File: config.mk
export PLATFORM = sky130hd
export DESIGN_NAME = mipsControl
export DESIGN_NICKNAME = d
export VERILOG_FILES = /design/src/mipsCtrlPkg.sv /design/src/instrDecoder.sv /design/src/ctrlSequencer.sv /design/src/ctrlEncoder.sv /design/src/mipsControl.sv
export SDC_FILE = /design/constraint.sdc
export NUM_CORES = 1
export LEC_CHECK = 0
export ABC_AREA = 1
export BUFFER_PORTS_ARGS = -buffer_cell sky130_fd_sc_hd__buf_2
export CAP_MARGIN = 20
export CORE_MARGIN = 10
export CORE_UTILIZATION = 47
export DETAILED_ROUTE_END_ITERATION = 12
export PLACE_DENSITY_LB_ADDON = 0.25
export SLEW_MARGIN = 20
export SYNTH_ARGS = -nofsm -noshare
export SYNTH_HDL_FRONTEND = slang
export SYNTH_SLANG_ARGS = --single-unit
File: constraint.sdc
create_clock -name Clk -period 4.3 [get_ports Clk]
set_input_delay 0.86 -clock Clk [delete_from_list [all_inputs] [get_ports Clk]]
set_output_delay 0.86 -clock Clk [all_outputs]
set_load 0.02 [all_outputs]
File: src/mipsCtrlPkg.sv
package mipsCtrlPkg;

	// instruction fields
	typedef logic [5:0] opFieldT;		// opcode and funct fields
	typedef logic [2:0] aluSelT;		// alu operation code
	typedef logic [1:0] muxSel2T;		// memToReg, pcSource, aluSrcB

	// opcodes
	localparam opFieldT OpRType = 6'h00;	// funct field selects the op
	localparam opFieldT OpBeq = 6'h04;
	localparam opFieldT OpBne = 6'h05;
	localparam opFieldT OpJ = 6'h02;
	localparam opFieldT OpLui = 6'h0F;

	// funct codes, only valid with OpRType
	localparam opFieldT FunctAdd = 6'h20;
	localparam opFieldT FunctAnd = 6'h24;
	localparam opFieldT FunctSub = 6'h22;
	localparam opFieldT FunctXor = 6'h26;
	localparam opFieldT FunctBreak = 6'h0D;
	localparam opFieldT FunctNop = 6'h00;

	// alu codes
	localparam aluSelT AluPass = 3'b000;	// alu idle, passes operand a
	localparam aluSelT AluAdd = 3'b001;
	localparam aluSelT AluSub = 3'b010;
	localparam aluSelT AluAnd = 3'b011;
	localparam aluSelT AluXor = 3'b110;

	// second alu operand
	localparam muxSel2T SrcBReg = 2'b00;	// register b
	localparam muxSel2T SrcBFour = 2'b01;	// constant 4 for pc increment
	localparam muxSel2T SrcBOffset = 2'b11;	// sign extended offset shifted by 2

	// next pc source
	localparam muxSel2T PcSrcAlu = 2'b00;
	localparam muxSel2T PcSrcAluOut = 2'b01;	// branch target from decode
	localparam muxSel2T PcSrcJump = 2'b10;

	// register write data
	localparam muxSel2T MemToRegAlu = 2'b00;
	localparam muxSel2T MemToRegImm = 2'b10;	// upper immediate

	// what the decoder makes of op and funct
	typedef enum logic [3:0] {
		ClsAdd,
		ClsAnd,
		ClsSub,
		ClsXor,
		ClsBreak,
		ClsNop,
		ClsBeq,
		ClsBne,
		ClsJ,
		ClsLui,
		ClsUnknown
	} instrClassT;

	// multicycle fsm states
	typedef enum logic [4:0] {
		StReset,
		StFetch,
		StFetchWait1,
		StFetchWait2,
		StDecode,
		StAdd,
		StAnd,
		StSub,
		StXor,
		StRWrite,
		StBeq,
		StBne,
		StJ,
		StLui,
		StNop,
		StBreak
	} ctrlStateT;

endpackage

File: src/instrDecoder.sv
`timescale 1ns/10ps

module instrDecoder
	import mipsCtrlPkg::*;
(
	input opFieldT op,
	input opFieldT funct,		// only looked at for r-type
	output instrClassT instrClass
);

	instrClassT rClass;		// class from the funct field

	always_comb
	begin
		case (funct)
			FunctAdd:
				rClass = ClsAdd;
			FunctAnd:
				rClass = ClsAnd;
			FunctSub:
				rClass = ClsSub;
			FunctXor:
				rClass = ClsXor;
			FunctBreak:
				rClass = ClsBreak;
			FunctNop:
				rClass = ClsNop;
			default:
				rClass = ClsUnknown;
		endcase
	end

	// opcode first, r-type falls back to funct
	always_comb
	begin
		case (op)
			OpRType:
				instrClass = rClass;
			OpBeq:
				instrClass = ClsBeq;
			OpBne:
				instrClass = ClsBne;
			OpJ:
				instrClass = ClsJ;
			OpLui:
				instrClass = ClsLui;
			default:
				instrClass = ClsUnknown;	// lw, sw and anything else
		endcase
	end

endmodule

File: src/ctrlSequencer.sv
`timescale 1ns/10ps

module ctrlSequencer
	import mipsCtrlPkg::*;
(
	input logic Clk,
	input logic reset,
	input instrClassT instrClass,
	output ctrlStateT state
);

	ctrlStateT nextState;

	// instruction class to first execute state
	function automatic ctrlStateT execState(input instrClassT cls);
		case (cls)
			ClsAdd:
				return StAdd;
			ClsAnd:
				return StAnd;
			ClsSub:
				return StSub;
			ClsXor:
				return StXor;
			ClsBreak:
				return StBreak;
			ClsNop:
				return StNop;
			ClsBeq:
				return StBeq;
			ClsBne:
				return StBne;
			ClsJ:
				return StJ;
			ClsLui:
				return StLui;
			default:
				return StFetch;		// undecoded, fetch the next one
		endcase
	endfunction

	always_comb
	begin
		case (state)
			StReset:
				nextState = StFetch;
			StFetch:
				nextState = StFetchWait1;
			StFetchWait1:
				nextState = StFetchWait2;	// memory read latency
			StFetchWait2:
				nextState = StDecode;
			StDecode:
				nextState = execState(instrClass);
			StAdd, StAnd, StSub, StXor:
				nextState = StRWrite;	// write back result
			StBreak:
				nextState = StBreak;	// halted until reset
			default:
				nextState = StFetch;
		endcase
	end

	always_ff @(posedge Clk)
	begin
		if (reset)
			state <= StReset;
		else
			state <= nextState;
	end

	// halt holds across any input
	assert property (@(posedge Clk) (state == StBreak && !reset) |=> state == StBreak);

	assert property (@(posedge Clk) disable iff (reset)
		state == StDecode |=> state != StDecode);

endmodule

File: src/ctrlEncoder.sv
`timescale 1ns/10ps

module ctrlEncoder
	import mipsCtrlPkg::*;
(
	input ctrlStateT state,
	input logic aluZero,		// alu result was zero
	output logic pcWrite,
	output logic pcWriteCond,
	output logic pcLoad,
	output logic irWrite,
	output logic regWrite,
	output logic datapathReset,
	output aluSelT aluSel,
	output muxSel2T memToReg,
	output muxSel2T pcSource,
	output logic aluSrcA,
	output muxSel2T aluSrcB,
	output logic iorD,
	output logic regDst,
	output logic aLoad,
	output logic bLoad,
	output logic mdrLoad,
	output logic aluOutLoad
);

	logic branchTaken;		// zero flag, inverted for bne

	always_comb
	begin
		pcWrite = 1'b0;
		pcWriteCond = 1'b0;
		irWrite = 1'b0;
		regWrite = 1'b0;
		datapathReset = 1'b0;
		aluSel = AluPass;
		memToReg = MemToRegAlu;
		pcSource = PcSrcAlu;
		aluSrcA = 1'b0;		// pc
		aluSrcB = SrcBReg;
		iorD = 1'b0;
		regDst = 1'b0;
		aLoad = 1'b0;
		bLoad = 1'b0;
		mdrLoad = 1'b0;
		aluOutLoad = 1'b0;

		case (state)
			StReset:
				datapathReset = 1'b1;	// clears all datapath registers
			StFetch, StFetchWait1:
			begin
				irWrite = 1'b1;
				mdrLoad = 1'b1;
				aluSrcB = SrcBFour;
			end
			StFetchWait2:
			begin
				irWrite = 1'b1;
				mdrLoad = 1'b1;
				aluSrcB = SrcBFour;
				aluSel = AluAdd;	// pc + 4
				pcWrite = 1'b1;
			end
			StDecode:
			begin
				// read registers and precompute the branch target
				aLoad = 1'b1;
				bLoad = 1'b1;
				aluOutLoad = 1'b1;
				aluSel = AluAdd;
				aluSrcB = SrcBOffset;
			end
			StAdd, StAnd, StSub, StXor:
			begin
				aluSrcA = 1'b1;		// register a
				aluOutLoad = 1'b1;
				case (state)
					StAdd:
						aluSel = AluAdd;
					StAnd:
						aluSel = AluAnd;
					StSub:
						aluSel = AluSub;
					default:
						aluSel = AluXor;
				endcase
			end
			StRWrite:
			begin
				regWrite = 1'b1;
				regDst = 1'b1;		// rd field
			end
			StBeq, StBne:
			begin
				pcWriteCond = 1'b1;
				aluSel = AluSub;	// compare a with b
				aluSrcA = 1'b1;
				pcSource = PcSrcAluOut;
			end
			StJ:
			begin
				pcWrite = 1'b1;
				pcSource = PcSrcJump;
				aluSel = AluAdd;
				aluSrcB = SrcBOffset;
				iorD = 1'b1;
				aluOutLoad = 1'b1;
			end
			StLui:
			begin
				regWrite = 1'b1;
				memToReg = MemToRegImm;	// rt gets the immediate
			end
			default:
			begin
			end
		endcase
	end

	assign branchTaken = (state == StBne) ? ~aluZero : aluZero;
	assign pcLoad = pcWrite | (pcWriteCond & branchTaken);

	// only one pc write source per state
	assert property (@(state) !(pcWrite && pcWriteCond));

endmodule

File: src/mipsControl.sv
`timescale 1ns/10ps

module mipsControl
	import mipsCtrlPkg::*;
(
	input logic Clk,
	input logic reset,
	input opFieldT op,
	input opFieldT funct,
	input logic aluZero,
	output logic pcWrite,
	output logic pcWriteCond,
	output logic pcLoad,
	output logic irWrite,
	output logic regWrite,
	output logic datapathReset,
	output aluSelT aluSel,
	output muxSel2T memToReg,
	output muxSel2T pcSource,
	output logic aluSrcA,
	output muxSel2T aluSrcB,
	output logic iorD,
	output logic regDst,
	output logic aLoad,
	output logic bLoad,
	output logic mdrLoad,
	output logic aluOutLoad,
	output ctrlStateT stateOut
);

	instrClassT instrClass;		// decoded, sampled in decode state
	ctrlStateT state;

	instrDecoder u_instrDecoder (
		.op(op),
		.funct(funct),
		.instrClass(instrClass)
	);

	ctrlSequencer u_ctrlSequencer (
		.Clk(Clk),
		.reset(reset),
		.instrClass(instrClass),
		.state(state)
	);

	ctrlEncoder u_ctrlEncoder (
		.state(state),
		.aluZero(aluZero),
		.pcWrite(pcWrite),
		.pcWriteCond(pcWriteCond),
		.pcLoad(pcLoad),
		.irWrite(irWrite),
		.regWrite(regWrite),
		.datapathReset(datapathReset),
		.aluSel(aluSel),
		.memToReg(memToReg),
		.pcSource(pcSource),
		.aluSrcA(aluSrcA),
		.aluSrcB(aluSrcB),
		.iorD(iorD),
		.regDst(regDst),
		.aLoad(aLoad),
		.bLoad(bLoad),
		.mdrLoad(mdrLoad),
		.aluOutLoad(aluOutLoad)
	);

	assign stateOut = state;	// for debug and the testbench

endmodule

After elaboration in Yosys (flattened, before gate mapping). Memories as Yosys holds them, arrays and structs flattened. Index checks and enable logic that the tools add are counted.

Register bits after elaboration: 5. Bits in latches: 0. RAM bits: 0. Memory bits (read-only): 64. Bits of input ports: 15. Memories: 1.

$add $sub $neg: 0. $mul: 0. Div/mod/pow operators: 0. Magnitude comparators: 0. Equal/unequal tests: 23. Shift-type cells: 0. Muxes and demuxes: 19. Bitwise operators: 3. Reduce and logical (&&, ||, !) cells: 12.

Memory list: (no name shown) (depth 16, width 4, rd ports 1, clocked after Yosys merged registers in 0, wr ports 0, line ctrlSequencer.sv:16) `case (cls)`.

Operators with widths (number): $eq A5 B4 Y1 const B (7); $pmux W5 S6 (1); $eq A6 B6 Y1 const B (4); $pmux W4 S6 (1); $eq A5 B3 Y1 const B (4); $pmux W4 S5 (1); $pmux W3 S3 (2); $eq A6 B3 Y1 const B (2); $eq A6 B4 Y1 const B (2); $logic_not A6 Y1 (2); $reduce_or A6 Y1 (2); $mux W1 (11); $eq A5 B2 Y1 const B (2); $pmux W2 S2 (2); $reduce_or A2 Y1 (4); $eq A6 B2 Y1 const B (1); $reduce_or A3 Y1 (2); $eq A5 B1 Y1 const B (1); $logic_not A5 Y1 (1); $reduce_or A4 Y1 (1); $mux W2 (1); $and A1 B1 Y1 (1); $not A1 Y1 (1); $or A1 B1 Y1 (1).

Longest topological paths before layout.
Word-level depth: 5. Depth in mapped cells: 15. Mapped depth without buffers: 15.

Modules after synthesis. From an unflattened synthesis, not the netlist that was laid out.

Cells, all modules: 161. Area, all modules: 808.3 µm².

By module, submodules not included: ctrlSequencer (times used 1, cells an instance 58, area an instance 326.6 µm², seq. area each 80.1 µm²); instrDecoder (times used 1, cells an instance 53, area an instance 247.7 µm², seq. area each 0.0 µm²); ctrlEncoder (times used 1, cells an instance 50, area an instance 234.0 µm², seq. area each 0.0 µm²).

Worst setup path before layout. OpenSTA, ideal clock, no wires.

Path kind: register -> output. From: register u_ctrlSequencer.state[0]. To: output port pcLoad. Data arrival time: 1.606 ns. Required time: 3.440 ns. Setup slack: 1.834 ns. Cell stages (with the launch flop): 5. Path buffers: 0. Path through: dfxtp_1 nor2_1 inv_1 o21ai_0 o21bai_1.

Elaborated cells on any way between the ends: 11. Classes of those cells: eq/ne: 4; mux: 3; bitwise: 2; reduce/logical: 2.

RTL lines: from (decl) (line ctrlSequencer.sv:9) `output ctrlStateT state`; from (signal assigned) (line ctrlSequencer.sv:67) `state <= StReset;`; from (signal assigned) (line ctrlSequencer.sv:69) `state <= nextState;`; $eq A5 B2 Y1 / $eq A5 B4 Y1 (equally long branches) (line ctrlEncoder.sv:48) `case (state)`; $reduce_or A2 Y1 (no source line) *; $mux W1 * (line ctrlEncoder.sv:48); via pcWrite (line mipsControl.sv:11) `output logic pcWrite,`; $or A1 B1 Y1 * (line ctrlEncoder.sv:122) `assign pcLoad = pcWrite | (pcWriteCond & branchTaken);`; to (decl) (line mipsControl.sv:13) `output logic pcLoad,`.

The timed path passes the listed nets; every way through them passes the cells marked *.

Worst setup path after layout.
From: register u_ctrlSequencer.state[0]. To: output port pcLoad.

Cells in the longest elaborated chain, start to end: 5. Elaborated cells on any way between the ends: 11. Classes of those cells: eq/ne: 4; mux: 3; bitwise: 2; reduce/logical: 2.

Ends and longest elaborated chain (line): $eq A5 B4 Y1, on equally long branches (ctrlEncoder.sv:48, ctrlEncoder.sv:121); $reduce_or A2 Y1 (ctrlEncoder.sv:48); $mux W1 (ctrlEncoder.sv:48); $and A1 B1 Y1 (ctrlEncoder.sv:122); $or A1 B1 Y1 * (ctrlEncoder.sv:122).

Every way passes the cells marked *; elsewhere a longest branch is shown, timed or not.

==> flow_summary.toml <==
[worst_setup_path]
cp_top_family = "compound AO/OA/AOI/OAI gates"
critPathMaxFanout = 7
cp_cell_sequence = "nor2_1, inv_1, o21ai_0, o21bai_1, buf_2"
cp.arrival_ns = 1.53
max_stage_delay_ns = 0.36
start_kind = "flip-flop"
worstPathBufferInverterCount = 2
required_ns = 3.44
cpMaxStageDelayCell = "dfxtp_1"
path_class = "reg -> out"
critPathCaptureType = "primary output"

[synth]
syn_inst = 146
synth_xor_xnor_area_share_pct = 1.167
synth.distinct_cells = 24
synthSimpleGateAreaFrac_pct = 55.33
synthTopCellsByCount = "nand2_1, nor2_1, inv_1, nand3_1, a21oi_1"
synthFlopType = "dfxtp_1"
synthAdderAreaFrac_pct = 3.333
synth_area_per_cell_sq_um = 5.142
synthMuxAreaShare_pct = 0
synth_edf_count = 0
synth_area_sq_um = 750.7
synth.ff_latch_count = 4
synth_compound_area_share_pct = 10.00
synth_top_family_by_area = "simple AND/OR/NAND/NOR gates"
async_flop_share_pct = 0
synth_area_leader_cell = "nand2_1"
ys_top_cells_by_area = "nand2_1, nor2_1, inv_1"
ys_warn_count = 0
synth.most_common_cell = "nand2_1"
ys_seq_area_share_pct = 10.67
synth_top_area_share_pct = 16.50

[die]
rows = 14
die_h_um = 59.97
coreArea_sq_um = 1506
dieArea_sq_um = 3596
pin_count = 42
initial_utilization_pct = 49.83
fp.dieW_um = 59.97

[clock_tree]
cts_htree_levels = 1
cts_hold_buffers = 0
root_buffer = "clkbuf_4"
path_clk_slew_ns = 0.04
clock_latency_ns = 0.23
cts_tree = "done"
cts_buffers = 3
cts_resized = 0
cts_buffer_depth = 2
postCtsSetupRepairBufs = 0
clock_sinks = 4

[timing]
post-route-period-util_pct = 55.63
finClkSkew_ns = 0.003290
layout_min_cycle_time_ns = 2.392
fmax_mhz = 418.1
drv_slew = 0
setup_viol = 0
hold_viol_final = 0
setup_tns_ns = 0
rsz0062_at_grt = "false"

[global_route]
grt_pass1_wl_um = 3519
grt_pass1_vias = 884
grt_usage_pct = 11.87
grt_antenna_before_repair = 0
grt_max_degree = 8
gr-total-overflow = 0

[route]
vias_per_cell = 4.945
wl_per_cell_um = 11.05
drt_pass1_iterations = 4
drc = 0
num_vias = 989
routed_wl_um = 2210
ant_nets = 0
drt_iter0_markers = 38

[cells_and_area]
nNetsFinal = 203
reg.largest.list = "u_ctrlSequencer.state: 4 flops"
largest-register = "u_ctrlSequencer.state"
largest_reg_flops = 4
design_area_sq_um = 954.7
area_growth_pct = 27.17
area.sequential_sq_um = 80.08
multi_input_area_sq_um = 531.8
layout-drive-gt1-share_pct = 28.80
antenna_cells = 0
fillerInstances = 167

[power_and_ir_drop]
powerDensity_nw_per_um2 = 273.7
power.leakage_uw = 0.0005918
peakVddDrop_uv = 233.9

[status]
status = "finished, final reports clean"

[placed_design]
dpl_cell_area_sq_um = 932.1
dpl.hpwl_um = 1994
gp_congestion = 0.8556
io_buffers = 39

[worst_hold_path]
hp-class = "reg -> reg"

[run]
drv_cap = 0
logic make-up after synthesis:
kind of cell	Yosys count
other	1
buffers and inverters	33
and+or+nand+nor	92
xor gates and xnor gates	1
DFF	4
AOI/OAI and AO/OA	13
adders and majority gates	2
placed cells by master, fill, tap and decap left out:
cell type and instances:
nand2_2 4, o21bai_1 1, a21o_1 1, o21ai_1 1, inv_1 27, nor2_1 32
xnor2_1 1, nor3_1 3, a21oi_2 1, nand4_1 3, clkbuf_4 3, nand2_1 33
o22ai_1 1, a21oi_1 6, nand3_1 11, o21ai_0 2, nand3b_1 1, conb_1 2
dfxtp_1 4, inv_2 1, nor2_2 1, nor2_4 3, nand3_2 1, buf_2 39
ha_1 2
routing by layer:
metal  GRT usage [%]  part of all wire, %
met5               0                    0
met4           2.885                    0
met3           4.873                   12
met2           19.71                   46
met1           13.67                   42
report_power, final:
part | internal, uW | total, uW | leakage (uW) | switching [uW]
combinational | 51.3 | 164 | 0.000545 | 113
sequential | 43.6 | 52.9 | 0.0000328 | 9.25
clock | 31.1 | 44.3 | 0.0000138 | 13.2
total | 126 | 261 | 0.000592 | 135
final timing paths:
check	startpoint	endpoint	slack, ns	cells past startpoint
max	u_ctrlSequencer.state[0]$_SDFF_PP0_	pcLoad	1.91	5
min	u_ctrlSequencer.state[1]$_SDFF_PP0_	u_ctrlSequencer.state[1]$_SDFF_PP0_	0.73	4
max reg2reg	u_ctrlSequencer.state[0]$_SDFF_PP0_	u_ctrlSequencer.state[0]$_SDFF_PP0_	2.91	7
min reg2reg	u_ctrlSequencer.state[1]$_SDFF_PP0_	u_ctrlSequencer.state[1]$_SDFF_PP0_	0.73	4
per-stage QoR:
step	power, uW	hold slack (ns)	cells	worst slack, ns	util, %
5_1_grt	286.7	0.7949	200	1.767	63.37
6_report	261.3	0.7269	200	1.908	63.37
4_1_cts	264.1	0.7284	200	1.903	63.37
2_1_floorplan	170.4	0.7467	147	1.834	-
3_5_place_dp	218.6	0.7222	197	1.830	61.88
3_3_place_gp	216.4	0.7029	197	1.911	61.88
area by class of cell:
class	count	area share, %
multi-input combinational	110	55.70
sequential	4	8.388
tap	16	2.097
clock buffer	3	2.359
timing repair buffer	39	20.45
inverter	28	11.01
tightest hold or removal path, stage by stage (launching register included):
cell	delay, ns
dfxtp_1	0.33
nand2_1	0.11
nor2_1	0.07
nor2_1	0.11
nor2_1	0.05
No activity file was read; power rests on OpenSTA's default activity.
